--- src/source/nn_cfg.svh ---
`ifndef NN_CFG_SVH
`define NN_CFG_SVH

////////////////////////////////////////
// layer geometry
////////////////////////////////////////

// upper bound on active inputs per neuron
`define NN_INPUTS 8

// neurons working in parallel
`define NN_NEURONS 4

////////////////////////////////////////
// number formats
////////////////////////////////////////

// activation width, also the width of each neuron output
`define NN_DATA_W 10

// signed weight width
`define NN_WEIGHT_W 16

// fraction bits removed when the accumulator is scaled to an output
`define NN_FRAC 4

`endif

--- src/source/nn_data_pkg.sv ---
`include "nn_cfg.svh"

package nn_data_pkg;

    ////////////////////////////////////////
    // scalar formats
    ////////////////////////////////////////

    typedef logic signed [`NN_DATA_W-1:0]          act_t;        // one activation
    typedef logic signed [`NN_WEIGHT_W-1:0]        weight_t;     // one weight
    typedef logic signed [`NN_DATA_W+`NN_FRAC-1:0] acc_t;        // running sum, wraps
    typedef logic [$clog2(`NN_INPUTS+1)-1:0]       count_t;      // 0 up to NN_INPUTS
    typedef logic [$clog2(`NN_NEURONS)-1:0]        neuron_idx_t; // weight row select

    ////////////////////////////////////////
    // vectors
    ////////////////////////////////////////

    typedef act_t    [`NN_INPUTS-1:0]  act_vec_t;    // element 0 is the first input
    typedef weight_t [`NN_INPUTS-1:0]  weight_row_t; // weights of one neuron
    typedef act_t    [`NN_NEURONS-1:0] result_vec_t; // one sum per neuron
    typedef logic    [`NN_NEURONS-1:0] flag_vec_t;   // one bit per neuron

endpackage

--- src/source/nn_ctrl_pkg.sv ---
package nn_ctrl_pkg;

    // per-neuron multiply-accumulate control
    typedef enum logic [1:0] {
        NRN_IDLE, // waiting for all three operands
        NRN_CALC, // one product per cycle
        NRN_DONE  // sum on display until taken
    } neuron_state_t;

    // layer level control
    typedef enum logic [1:0] {
        SEQ_ACCEPT,   // in_ready high
        SEQ_DISPATCH, // operand valids to every neuron
        SEQ_COLLECT,  // wait for every sum_valid
        SEQ_PRESENT   // out_valid high
    } seq_state_t;

endpackage

--- src/source/operand_slot.sv ---
module operand_slot #(
    parameter type payload_t = logic
) (
    input  logic     clk,
    input  logic     rst,
    input  payload_t data_in,
    input  logic     valid,
    output logic     ready,
    output payload_t data_out,
    output logic     held,
    input  logic     clear     // frees the slot for the next payload
);

    payload_t data_q;
    logic     held_q;
    logic     take;

    assign take = valid && !held_q;   // transfer only into an empty slot

    always_ff @(posedge clk) begin
        if (rst) begin
            held_q <= 1'b0;
        end else if (clear) begin
            held_q <= 1'b0;
        end else if (take) begin
            held_q <= 1'b1;
        end
    end

    always_ff @(posedge clk) begin
        if (take) begin
            data_q <= data_in;
        end
    end

    assign ready    = ~held_q;
    assign held     = held_q;
    assign data_out = data_q;

endmodule

--- src/source/neuron.sv ---
`include "nn_cfg.svh"

module neuron (
    input  logic                     clk,
    input  logic                     rst,
    input  nn_data_pkg::count_t      count,
    input  logic                     count_valid,
    output logic                     count_ready,
    input  nn_data_pkg::act_vec_t    inputs,
    input  logic                     inputs_valid,
    output logic                     inputs_ready,
    input  nn_data_pkg::weight_row_t weights,
    input  logic                     weights_valid,
    output logic                     weights_ready,
    output nn_data_pkg::act_t        sum,
    output logic                     overflow,
    output logic                     sum_valid,
    input  logic                     sum_ready
);

    import nn_data_pkg::*;
    import nn_ctrl_pkg::*;

    localparam int ACC_W  = `NN_DATA_W + `NN_FRAC;
    localparam int PROD_W = `NN_DATA_W + `NN_WEIGHT_W;
    localparam int WIDE_W = PROD_W + 1;   // product plus accumulator never exceeds this

    ////////////////////////////////////////
    // operand slots
    ////////////////////////////////////////

    count_t      cnt_q;
    act_vec_t    vec_q;
    weight_row_t wgt_q;
    logic        cnt_held;
    logic        vec_held;
    logic        wgt_held;
    logic        taken;

    assign taken = sum_valid && sum_ready;   // result leaves, slots empty out

    operand_slot #(.payload_t(count_t)) u_count_slot (
        .clk      (clk),
        .rst      (rst),
        .data_in  (count),
        .valid    (count_valid),
        .ready    (count_ready),
        .data_out (cnt_q),
        .held     (cnt_held),
        .clear    (taken)
    );

    operand_slot #(.payload_t(act_vec_t)) u_inputs_slot (
        .clk      (clk),
        .rst      (rst),
        .data_in  (inputs),
        .valid    (inputs_valid),
        .ready    (inputs_ready),
        .data_out (vec_q),
        .held     (vec_held),
        .clear    (taken)
    );

    operand_slot #(.payload_t(weight_row_t)) u_weights_slot (
        .clk      (clk),
        .rst      (rst),
        .data_in  (weights),
        .valid    (weights_valid),
        .ready    (weights_ready),
        .data_out (wgt_q),
        .held     (wgt_held),
        .clear    (taken)
    );

    ////////////////////////////////////////
    // datapath
    ////////////////////////////////////////

    neuron_state_t             state;
    count_t                    idx_q;    // current input position
    acc_t                      acc_q;
    logic                      ovf_q;    // sticky
    act_t                      cur_act;
    weight_t                   cur_wgt;
    logic signed [PROD_W-1:0]  product;
    logic signed [WIDE_W-1:0]  wide_sum;
    logic [WIDE_W-ACC_W:0]     wide_top;
    logic                      add_ovf;
    logic                      last_step;

    assign cur_act  = vec_q[idx_q];
    assign cur_wgt  = wgt_q[idx_q];
    assign product  = cur_act * cur_wgt;   // full precision
    assign wide_sum = acc_q + product;
    assign wide_top = wide_sum[WIDE_W-1:ACC_W-1];
    assign add_ovf  = !((&wide_top) || !(|wide_top));   // top bits must all match the sign
    assign last_step = (idx_q + 1'b1) >= cnt_q;          // also ends a zero count after one cycle

    always_ff @(posedge clk) begin
        if (rst) begin
            state <= NRN_IDLE;
            ovf_q <= 1'b0;
        end else begin
            case (state)
                NRN_IDLE: begin
                    ovf_q <= 1'b0;
                    if (cnt_held && vec_held && wgt_held) begin
                        state <= NRN_CALC;
                    end
                end
                NRN_CALC: begin
                    if (idx_q < cnt_q) begin
                        ovf_q <= ovf_q | add_ovf;
                    end
                    if (last_step) begin
                        state <= NRN_DONE;
                    end
                end
                NRN_DONE: begin
                    if (sum_ready) begin
                        state <= NRN_IDLE;
                    end
                end
                default: state <= NRN_IDLE;
            endcase
        end
    end

    always_ff @(posedge clk) begin
        if (state == NRN_IDLE) begin
            idx_q <= '0;
            acc_q <= '0;
        end else if (state == NRN_CALC) begin
            idx_q <= idx_q + 1'b1;
            if (idx_q < cnt_q) begin
                acc_q <= wide_sum[ACC_W-1:0];   // wraps
            end
        end
    end

    assign sum       = acc_q[ACC_W-1:`NN_FRAC];
    assign overflow  = ovf_q;
    assign sum_valid = (state == NRN_DONE);

endmodule

--- src/source/weight_bank.sv ---
`include "nn_cfg.svh"

module weight_bank (
    input  logic                                      clk,
    input  logic                                      rst,
    input  logic                                      we,
    input  nn_data_pkg::neuron_idx_t                  addr,
    input  nn_data_pkg::weight_row_t                  row_in,
    output nn_data_pkg::weight_row_t [`NN_NEURONS-1:0] rows
);

    import nn_data_pkg::*;

    logic [`NN_NEURONS-1:0] row_sel;   // one-hot write enable

    always_comb begin
        row_sel = '0;
        if (we) begin
            row_sel[addr] = 1'b1;
        end
    end

    ////////////////////////////////////////
    // row storage
    ////////////////////////////////////////

    genvar r;
    generate
        for (r = 0; r < `NN_NEURONS; r++) begin : g_row
            weight_row_t row_q;

            always_ff @(posedge clk) begin
                if (rst) begin
                    row_q <= '0;   // an unloaded layer computes zero
                end else if (row_sel[r]) begin
                    row_q <= row_in;
                end
            end

            assign rows[r] = row_q;   // all rows visible at once
        end
    endgenerate

endmodule

--- src/source/layer_sequencer.sv ---
module layer_sequencer (
    input  logic                     clk,
    input  logic                     rst,
    input  nn_data_pkg::count_t      in_count,
    input  nn_data_pkg::act_vec_t    in_vec,
    input  logic                     in_valid,
    output logic                     in_ready,
    output nn_data_pkg::count_t      n_count,
    output nn_data_pkg::act_vec_t    n_vec,
    output logic                     n_load,
    input  nn_data_pkg::flag_vec_t   n_done,
    input  nn_data_pkg::result_vec_t n_sums,
    input  nn_data_pkg::flag_vec_t   n_ovf,
    output logic                     n_take,
    output nn_data_pkg::result_vec_t out_sums,
    output nn_data_pkg::flag_vec_t   out_ovf,
    output logic                     out_valid,
    input  logic                     out_ready
);

    import nn_data_pkg::*;
    import nn_ctrl_pkg::*;

    seq_state_t  state;
    count_t      count_q;
    act_vec_t    vec_q;
    result_vec_t sums_q;
    flag_vec_t   ovf_q;
    logic        in_fire;
    logic        all_done;
    logic        out_fire;

    assign in_fire  = in_valid && in_ready;
    assign all_done = &n_done;
    assign out_fire = out_valid && out_ready;

    ////////////////////////////////////////
    // control
    ////////////////////////////////////////

    always_ff @(posedge clk) begin
        if (rst) begin
            state <= SEQ_ACCEPT;
        end else begin
            case (state)
                SEQ_ACCEPT: begin
                    if (in_fire) begin
                        state <= SEQ_DISPATCH;
                    end
                end
                SEQ_DISPATCH: begin
                    state <= SEQ_COLLECT;   // single cycle of operand valids
                end
                SEQ_COLLECT: begin
                    if (all_done) begin
                        state <= SEQ_PRESENT;
                    end
                end
                SEQ_PRESENT: begin
                    if (out_ready) begin
                        state <= SEQ_ACCEPT;
                    end
                end
                default: state <= SEQ_ACCEPT;
            endcase
        end
    end

    ////////////////////////////////////////
    // payload registers
    ////////////////////////////////////////

    always_ff @(posedge clk) begin
        if (in_fire) begin
            count_q <= in_count;
            vec_q   <= in_vec;
        end
        if ((state == SEQ_COLLECT) && all_done) begin
            sums_q <= n_sums;   // neurons keep them too until n_take
            ovf_q  <= n_ovf;
        end
    end

    assign in_ready  = (state == SEQ_ACCEPT);
    assign n_load    = (state == SEQ_DISPATCH);
    assign n_count   = count_q;
    assign n_vec     = vec_q;
    assign n_take    = out_fire;   // acknowledge to every neuron
    assign out_valid = (state == SEQ_PRESENT);
    assign out_sums  = sums_q;
    assign out_ovf   = ovf_q;

endmodule

--- src/source/dense_layer.sv ---
`include "nn_cfg.svh"

module dense_layer (
    input  logic                     clk,
    input  logic                     rst,
    input  logic                     w_we,
    input  nn_data_pkg::neuron_idx_t w_addr,
    input  nn_data_pkg::weight_row_t w_row,
    input  nn_data_pkg::count_t      in_count,
    input  nn_data_pkg::act_vec_t    in_vec,
    input  logic                     in_valid,
    output logic                     in_ready,
    output nn_data_pkg::result_vec_t out_sums,
    output nn_data_pkg::flag_vec_t   out_ovf,
    output logic                     out_valid,
    input  logic                     out_ready
);

    import nn_data_pkg::*;

    weight_row_t [`NN_NEURONS-1:0] rows;
    count_t                        n_count;
    act_vec_t                      n_vec;
    logic                          n_load;
    flag_vec_t                     n_done;
    result_vec_t                   n_sums;
    flag_vec_t                     n_ovf;
    logic                          n_take;

    weight_bank u_weight_bank (
        .clk    (clk),
        .rst    (rst),
        .we     (w_we),
        .addr   (w_addr),
        .row_in (w_row),
        .rows   (rows)
    );

    layer_sequencer u_sequencer (
        .clk       (clk),
        .rst       (rst),
        .in_count  (in_count),
        .in_vec    (in_vec),
        .in_valid  (in_valid),
        .in_ready  (in_ready),
        .n_count   (n_count),
        .n_vec     (n_vec),
        .n_load    (n_load),
        .n_done    (n_done),
        .n_sums    (n_sums),
        .n_ovf     (n_ovf),
        .n_take    (n_take),
        .out_sums  (out_sums),
        .out_ovf   (out_ovf),
        .out_valid (out_valid),
        .out_ready (out_ready)
    );

    ////////////////////////////////////////
    // neuron array
    ////////////////////////////////////////

    genvar n;
    generate
        for (n = 0; n < `NN_NEURONS; n++) begin : g_neuron
            neuron u_neuron (
                .clk           (clk),
                .rst           (rst),
                .count         (n_count),
                .count_valid   (n_load),
                .count_ready   (),
                .inputs        (n_vec),
                .inputs_valid  (n_load),
                .inputs_ready  (),
                .weights       (rows[n]),   // straight from the bank
                .weights_valid (n_load),
                .weights_ready (),
                .sum           (n_sums[n]),
                .overflow      (n_ovf[n]),
                .sum_valid     (n_done[n]),
                .sum_ready     (n_take)
            );
        end
    endgenerate

endmodule

--- config.mk ---
export PLATFORM = sky130hd
export DESIGN_NAME = dense_layer
export DESIGN_NICKNAME = d
export VERILOG_FILES = /design/src/source/nn_data_pkg.sv /design/src/source/nn_ctrl_pkg.sv /design/src/source/operand_slot.sv /design/src/source/neuron.sv /design/src/source/weight_bank.sv /design/src/source/layer_sequencer.sv /design/src/source/dense_layer.sv
export VERILOG_INCLUDE_DIRS = /design/src /design/src/source
export SDC_FILE = /design/constraint.sdc
export NUM_CORES = 2
export LEC_CHECK = 0
export BUFFER_PORTS_ARGS = -buffer_cell sky130_fd_sc_hd__buf_2
export CAP_MARGIN = 20
export CELL_PAD_IN_SITES_DETAIL_PLACEMENT = 0
export CELL_PAD_IN_SITES_GLOBAL_PLACEMENT = 2
export CORE_ASPECT_RATIO = 0.8
export CORE_MARGIN = 4
export CORE_UTILIZATION = 39
export DETAILED_ROUTE_END_ITERATION = 8
export PLACE_DENSITY_LB_ADDON = 0.1
export SKIP_LAST_GASP = 1
export SLEW_MARGIN = 20
export SYNTH_ARGS = -nofsm -noshare
export SYNTH_HDL_FRONTEND = slang
export SYNTH_SLANG_ARGS = --single-unit
--- constraint.sdc ---
create_clock -name clk -period 7.66 [get_ports clk]
set_input_delay 0.383 -clock clk [delete_from_list [all_inputs] [get_ports clk]]
set_output_delay 0.383 -clock clk [all_outputs]
set_load 0.005 [all_outputs]
### Yosys cells after proc, flatten, opt, wreduce, memory -nomap -nowiden

Index checks and enable logic that the tools add are counted.

| word-level totals | value |
|---|---|
| register bits | 1586 |
| logic and storage cells | 334 |
| input port bits | 219 |

| cells by class | value |
|---|---|
| order comparisons | 14 |
| multiply operators | 4 |
| bitwise logic cells | 4 |
| eq/ne operators | 30 |
| $add $sub $neg | 8 |
| muxes and demuxes | 44 |
| reductions and logical operators | 87 |

Operators with widths:

| cell | count |
|---|---|
| binary-select mux 16 bit (select 3 bit) | 4 |
| binary-select mux 10 bit (select 3 bit) | 4 |
| adder 14 x 26 -> 27 bit | 4 |
| multiplier 10 x 16 -> 26 bit | 4 |
| two-way mux 16 bit | 4 |
| AND reduction 14 bit | 4 |
| OR reduction 14 bit | 4 |
| two-way mux 10 bit | 4 |
| logical AND 1 bit | 28 |
| inequality test 2 x 1 -> 1 bit (second input constant) | 13 |
| two-way mux 2 bit | 12 |
| case mux 2 bit (3 select lines) | 4 |
| zero test 1 bit | 20 |
| adder 4 x 1 -> 4 bit (second input constant) | 4 |
| >= comparator 4 bit | 4 |
| less-than comparator 4 bit | 4 |
| less-than comparator 4 bit (second input constant) | 4 |
| AND reduction 2 bit | 8 |
| AND reduction 3 bit | 5 |
| equality test 2 bit (second input constant) | 6 |
| inequality test 2 bit (second input constant) | 6 |
| equality test 2 x 1 -> 1 bit (second input constant) | 5 |
| zero test 2 bit | 5 |
| case mux 1 bit (2 select lines) | 4 |
| 11 further kinds | 27 |

### Longest topological paths before layout

| depth | value |
|---|---|
| depth in word-level cells | 11 |
| mapped depth | 28 |

### By module

From an unflattened synthesis, not the netlist that was laid out.

| unflattened totals | value |
|---|---|
| cell total of the unflattened synthesis | 6829 |
| area total of the unflattened synthesis | 87266.2 sq um |

Modules (own cells, without submodules):

| module | cells an instance | times used | area each (sq um) |
|---|---|---|---|
| weight_bank | 1797 | 1 | 20074.3 |
| neuron at g_neuron[1].u_neuron ... | 991 | 2 | 9280.2 |
| operand_slot at g_neuron[0].u_neuron.u_weights_slot ... | 133 | 4 | 3887.5 |
| operand_slot at g_neuron[0].u_neuron.u_inputs_slot ... | 85 | 4 | 2446.1 |
| neuron at g_neuron[3].u_neuron | 1009 | 1 | 9419.0 |
| neuron at g_neuron[0].u_neuron | 984 | 1 | 9193.8 |
| layer_sequencer | 149 | 1 | 4028.9 |
| operand_slot at g_neuron[0].u_neuron.u_count_slot ... | 9 | 4 | 163.9 |

### Worst setup path before layout

No wires, ideal clock.

| timing | value |
|---|---|
| path kind | reg-to-reg |
| start | register g_neuron[3].u_neuron.idx_q[0] |
| end | register g_neuron[3].u_neuron.ovf_q |
| slack | 0.199 ns |
| arrival | 7.346 ns |
| required time | 7.545 ns |
| buffers on the path | 3 |
| cell stages (with the launch flop) | 24 |
| cell sequence | dfxtp_1 clkbuf_1 buf_1 mux4_2 mux2i_1 clkbuf_1 nor2_1 fa_1 inv_1 fa_1 fa_1 fa_1 fa_1 inv_1 ha_1 nand2_2 or3_4 a2111oi_4 o21a_2 o311ai_1 nor4_1 nand4_1 or4_1 and3_1 |

| between the ends | value |
|---|---|
| cells in the longest elaborated chain, start to end | 11 |

Ends and longest elaborated chain:

| item | RTL line | source |
|---|---|---|
| start, declared | neuron.sv:80 | `count_t idx_q;` |
| start signal, assigned | neuron.sv:134 | `idx_q <= idx_q + 1'b1;` |
| binary-select mux 10 bit (select 3 bit) or binary-select mux 16 bit (select 3 bit) (tied branches) | neuron.sv:91, neuron.sv:92 |  |
| two-way mux 10 bit (implied by the code) or two-way mux 16 bit (tied branches) | neuron.sv:91, neuron.sv:92 |  |
| multiplier 10 x 16 -> 26 bit | neuron.sv:93 | `assign product = cur_act * cur_wgt;` |
| adder 14 x 26 -> 27 bit | neuron.sv:94 | `assign wide_sum = acc_q + product;` |
| OR reduction 14 bit | neuron.sv:96 | `assign add_ovf = !((&wide_top) \|\| !(\|wide_top));` |
| zero test 1 bit | neuron.sv:96 |  |
| logical OR 1 bit | neuron.sv:96 |  |
| zero test 1 bit | neuron.sv:96 |  |
| OR 1 bit | neuron.sv:113 | `ovf_q <= ovf_q \| add_ovf;` |
| two-way mux 1 bit | neuron.sv:112 | `if (idx_q < cnt_q) begin` |
| case mux 1 bit (2 select lines) | neuron.sv:104 | `case (state)` |
| end signal, assigned | neuron.sv:113 |  |
| end, declared | neuron.sv:82 | `logic ovf_q;` |

Several ways; a longest one is shown, not always the timed one. The select of a mux whose other input is x is not followed.
A chain may end at the register's enable or synchronous reset.

### Worst setup path in the final report

Same ends and word-level chain as after synthesis.

==> impl_metrics.py <==
metrics = {
    "outcome": {
        "run_status": "finished, final reports clean",
    },
    "yosys": {
        "synth_flop_type": "edfxtp_1",
        "post_synth_inst_count": 7126,
        "yosysTopAreaCell": "edfxtp_1",
        "syn-num-nets": 8281,
        "synth_cell_type_count": 81,
        "yosys_warnings": 0,
        "syn_area_per_cell_sq_um": 11.7,
        "synth.area.top_cells": "edfxtp_1, fa_1, dfxtp_1",
        "seq_area_frac_synth": 0.497,
        "edff_count_synth": 976,
        "postSynthRegisterBits": 1586,
        "synth-async-reset-ratio": 0,
        "synth.top_cell.area_share": 0.351,
        "synthMostInstantiatedCell": "nand2_1",
        "netlist_top_cells_count": "nand2_1, edfxtp_1, inv_1",
        "synthesis.area_sq_mm": 0.0835,
    },
    "worst_setup_path": {
        "critical_path.cell_chain": "buf_12 > mux4_2 > mux2_2 > nand2_1 > fa_1 > fa_1 > fa_1 > inv_1 > fa_1 > fa_1 > ha_1 > o211ai_1 > a21oi_2 > o211ai_1 > a2111oi_4 > o21a_2 > o311ai_1 > nor4_1 > nand4_1 > or4_1 > and3_1",
        "arrival_ns": 8.04,
        "worst-setup-path-type": "reg -> reg",
        "critical_path_s_largest_stage_delay_ns": 0.61,
        "critPathMaxFanout": 17,
        "crit_top_cell": "fa_1",
        "critical_path.n_buffers_inverters": 2,
        "cp-end-kind": "register",
        "cp_top_family": "adder cells",
        "cpMaxStageDelayCell": "mux4_2",
        "setup.reg_to_reg.worst_slack_ns": 0.31,
        "worst-endpoint-required_ns": 8.36,
        "critical_path.startpoint_type": "register",
    },
    "cts": {
        "clock_sinks": 1586,
        "total_clock_buffers_created_by_cts": 173,
        "clk_latency_ns": 0.87,
        "cts_htree_levels": 4,
        "cts.path.max_buffers": 4,
        "clk_pin_slew_ns": 0.06,
        "cts-root-buf": "clkbuf_16",
        "tritoncts_clock_tree": "done",
    },
    "sta": {
        "skew_ns": 0.0765,
        "timing.setup.tns_ns": 0,
        "max-slew-margin-rel": 0.299,
        "share_of_the_clock_period_used_by_the_worst_path_after_layout": 0.959,
        "report.final.slew_viol_count": 0,
        "max_freq_ghz": 0.136,
        "tightest_slew_ns": 1.05,
        "finalHoldViolations": 0,
        "unrepaired_setup_endpoints_after_global_routing": "no",
        "finalWorstPathRequiredPeriod_ns": 7.35,
        "number_of_setup_violations_in_the_final_report": 0,
    },
    "place": {
        "routability_driven_placement_congestion_ratio": 0.871,
        "place.port_buffers": 264,
        "place.detailed.hpwl_mm": 193,
    },
    "global_route": {
        "grt_use_total": 0.239,
        "overflow": 0,
        "grt_antenna_before_repair": 28,
        "first_global_vias": 56300,
        "first_pass_grt_wire_length_mm": 392,
        "grt_max_degree": 198,
    },
    "die": {
        "die-area_sq_mm": 0.222,
        "die_boundary_width_um": 525,
        "floorplan.die.height_um": 422,
        "i_o_pin_count": 265,
        "rows": 151,
        "starting_density_of_the_core": 0.393,
        "core_area_sq_mm": 0.212,
    },
    "finish": {
        "syn_to_final_growth_pct": 17.0,
        "nFillCells": 19700,
        "final_net_count": 8931,
        "post_route_cells_drive_above_1_share": 0.148,
    },
    "worst_hold_path": {
        "timing.hold.worst.class": "in -> reg",
    },
    "drt": {
        "route.detailed.wl_per_inst_um": 24.8,
        "via_per_inst": 5.13,
        "ant_nets": 0,
        "detailroute.via_count": 55100,
        "routed_wl_mm": 266,
        "detail_route.iter0.violations": 4673,
        "detail_route.first_pass.iterations": 5,
        "drt_drc_violations_left": 0,
    },
    "job": {
        "cap_viol_max_count": 0,
    },
}
-- final cells by class --
type / instances / area, sq um / area share
Sequential cell: 1586 / 41600 / 0.426
Multi-Input combinational cell: 4366 / 37700 / 0.386
Timing Repair Buffer: 765 / 6110 / 0.0626
Clock buffer: 240 / 4860 / 0.0497
Tap cell: 2830 / 3540 / 0.0363
Inverter: 884 / 3320 / 0.0340
Clock inverter: 69 / 528 / 0.00541
Antenna cell: 3 / 7.51 / 0.0000769
-- cell families after synthesis --
kind of cell / after synthesis / synth area share
xor gates and xnor gates: 104 / 0.0109
and+or+nand+nor: 2082 / 0.103
muxes: 375 / 0.0770
AOI/OAI and AO/OA: 869 / 0.0592
adders and majority gates: 936 / 0.200
buffers and inverters: 1174 / 0.0530
DFF: 1586 / 0.497
-- routing by layer --
metal,vias to the layer above,GRT usage,part of all wire
met5,-,0,0
met4,0,0.0506,0.022
met3,287,0.0311,0.055
met2,1554,0.373,0.45
met1,28200,0.359,0.47
li1,25100,-,-
-- metrics by stage --
step	cell area (sq um)	utilization	hold WS, ns	instances	setup WS, ns
global route	97600	0.460	0.0557	10700	0.00196
global placement	90000	0.424	0.411	10200	0.265
floorplan	83500	-	0.408	7126	0.199
detailed placement	90000	0.424	0.414	10200	0.222
CTS	97500	0.459	0.0302	10700	0.237
finish	97600	0.460	0.0883	10700	0.312
-- layout by cell type (no fill, tap or decap), types with 55 or more instances in the layout --
| master | count |
|---|---|
| buf_2 | 263 |
| inv_1 | 883 |
| nand2_1 | 1304 |
| fa_1 | 664 |
| nor2_1 | 466 |
| mux4_2 | 208 |
| dlygate4sd3_1 | 212 |
| buf_4 | 250 |
| mux2i_1 | 98 |
| a21oi_1 | 610 |
| mux2_2 | 55 |
| nor2b_1 | 55 |
| dfxtp_1 | 598 |
| clkbuf_16 | 178 |
| o21ai_0 | 64 |
| xnor2_1 | 65 |
| edfxtp_1 | 976 |
| ha_1 | 272 |
-- worst register-to-register path: stages, from the launching register on --
cell and delay, ns:
dfxtp_4 0.41, buf_12 0.24, mux4_2 0.63, mux2_2 0.49, nand2_1 0.21, fa_1 0.43, fa_1 0.47, fa_1 0.50
inv_1 0.05, fa_1 0.54, fa_1 0.41, ha_1 0.39, o211ai_1 0.14, a21oi_2 0.19, o211ai_1 0.25, a2111oi_4 0.52
o21a_2 0.23, o311ai_1 0.14, nor4_1 0.31, nand4_1 0.12, or4_1 0.39, and3_1 0.15
-- registers in the layout, summed over array words and instances (netlist names) --
signal / flops
u_sequencer.out_ovf: 4
u_sequencer.n_count: 4
g_neuron.u_neuron.overflow: 4
g_neuron.u_neuron.state: 8
g_neuron.u_neuron.u_weights_slot.held: 4
g_neuron.u_neuron.u_weights_slot.data_out: 512
u_sequencer.state: 2
g_neuron.u_neuron.u_count_slot.data_out: 16
u_sequencer.out_sums: 40
g_neuron.u_neuron.u_inputs_slot.data_out: 320
g_neuron.u_neuron.acc_q: 56
g_neuron.u_neuron.u_count_slot.held: 4
u_weight_bank.rows: 512
g_neuron.u_neuron.u_inputs_slot.held: 4
u_sequencer.n_vec: 80
g_neuron.u_neuron.idx_q: 16
-- path summary, 6_finish.rpt --
kind         cells after the start                           from                                                to
max                             21  g_neuron[3].u_neuron.idx_q[0]                     g_neuron[3].u_neuron.overflow
min                              2                            rst                           u_weight_bank.rows[113]
max reg2reg                     21  g_neuron[3].u_neuron.idx_q[0]                     g_neuron[3].u_neuron.overflow
min reg2reg                      0        u_weight_bank.rows[476]  g_neuron[3].u_neuron.u_weights_slot.data_out[92]
-- what timing repair did --
action	in CTS	in global routing
buffers inserted	0	2
resized for setup	0	1
hold buffers	212	0
hold endpoints to repair	596	0
endpoints found under the setup margin	0	2
Power is not shown: default switching activity piles up to over one toggle a cycle in this logic, so the estimate is an artifact.
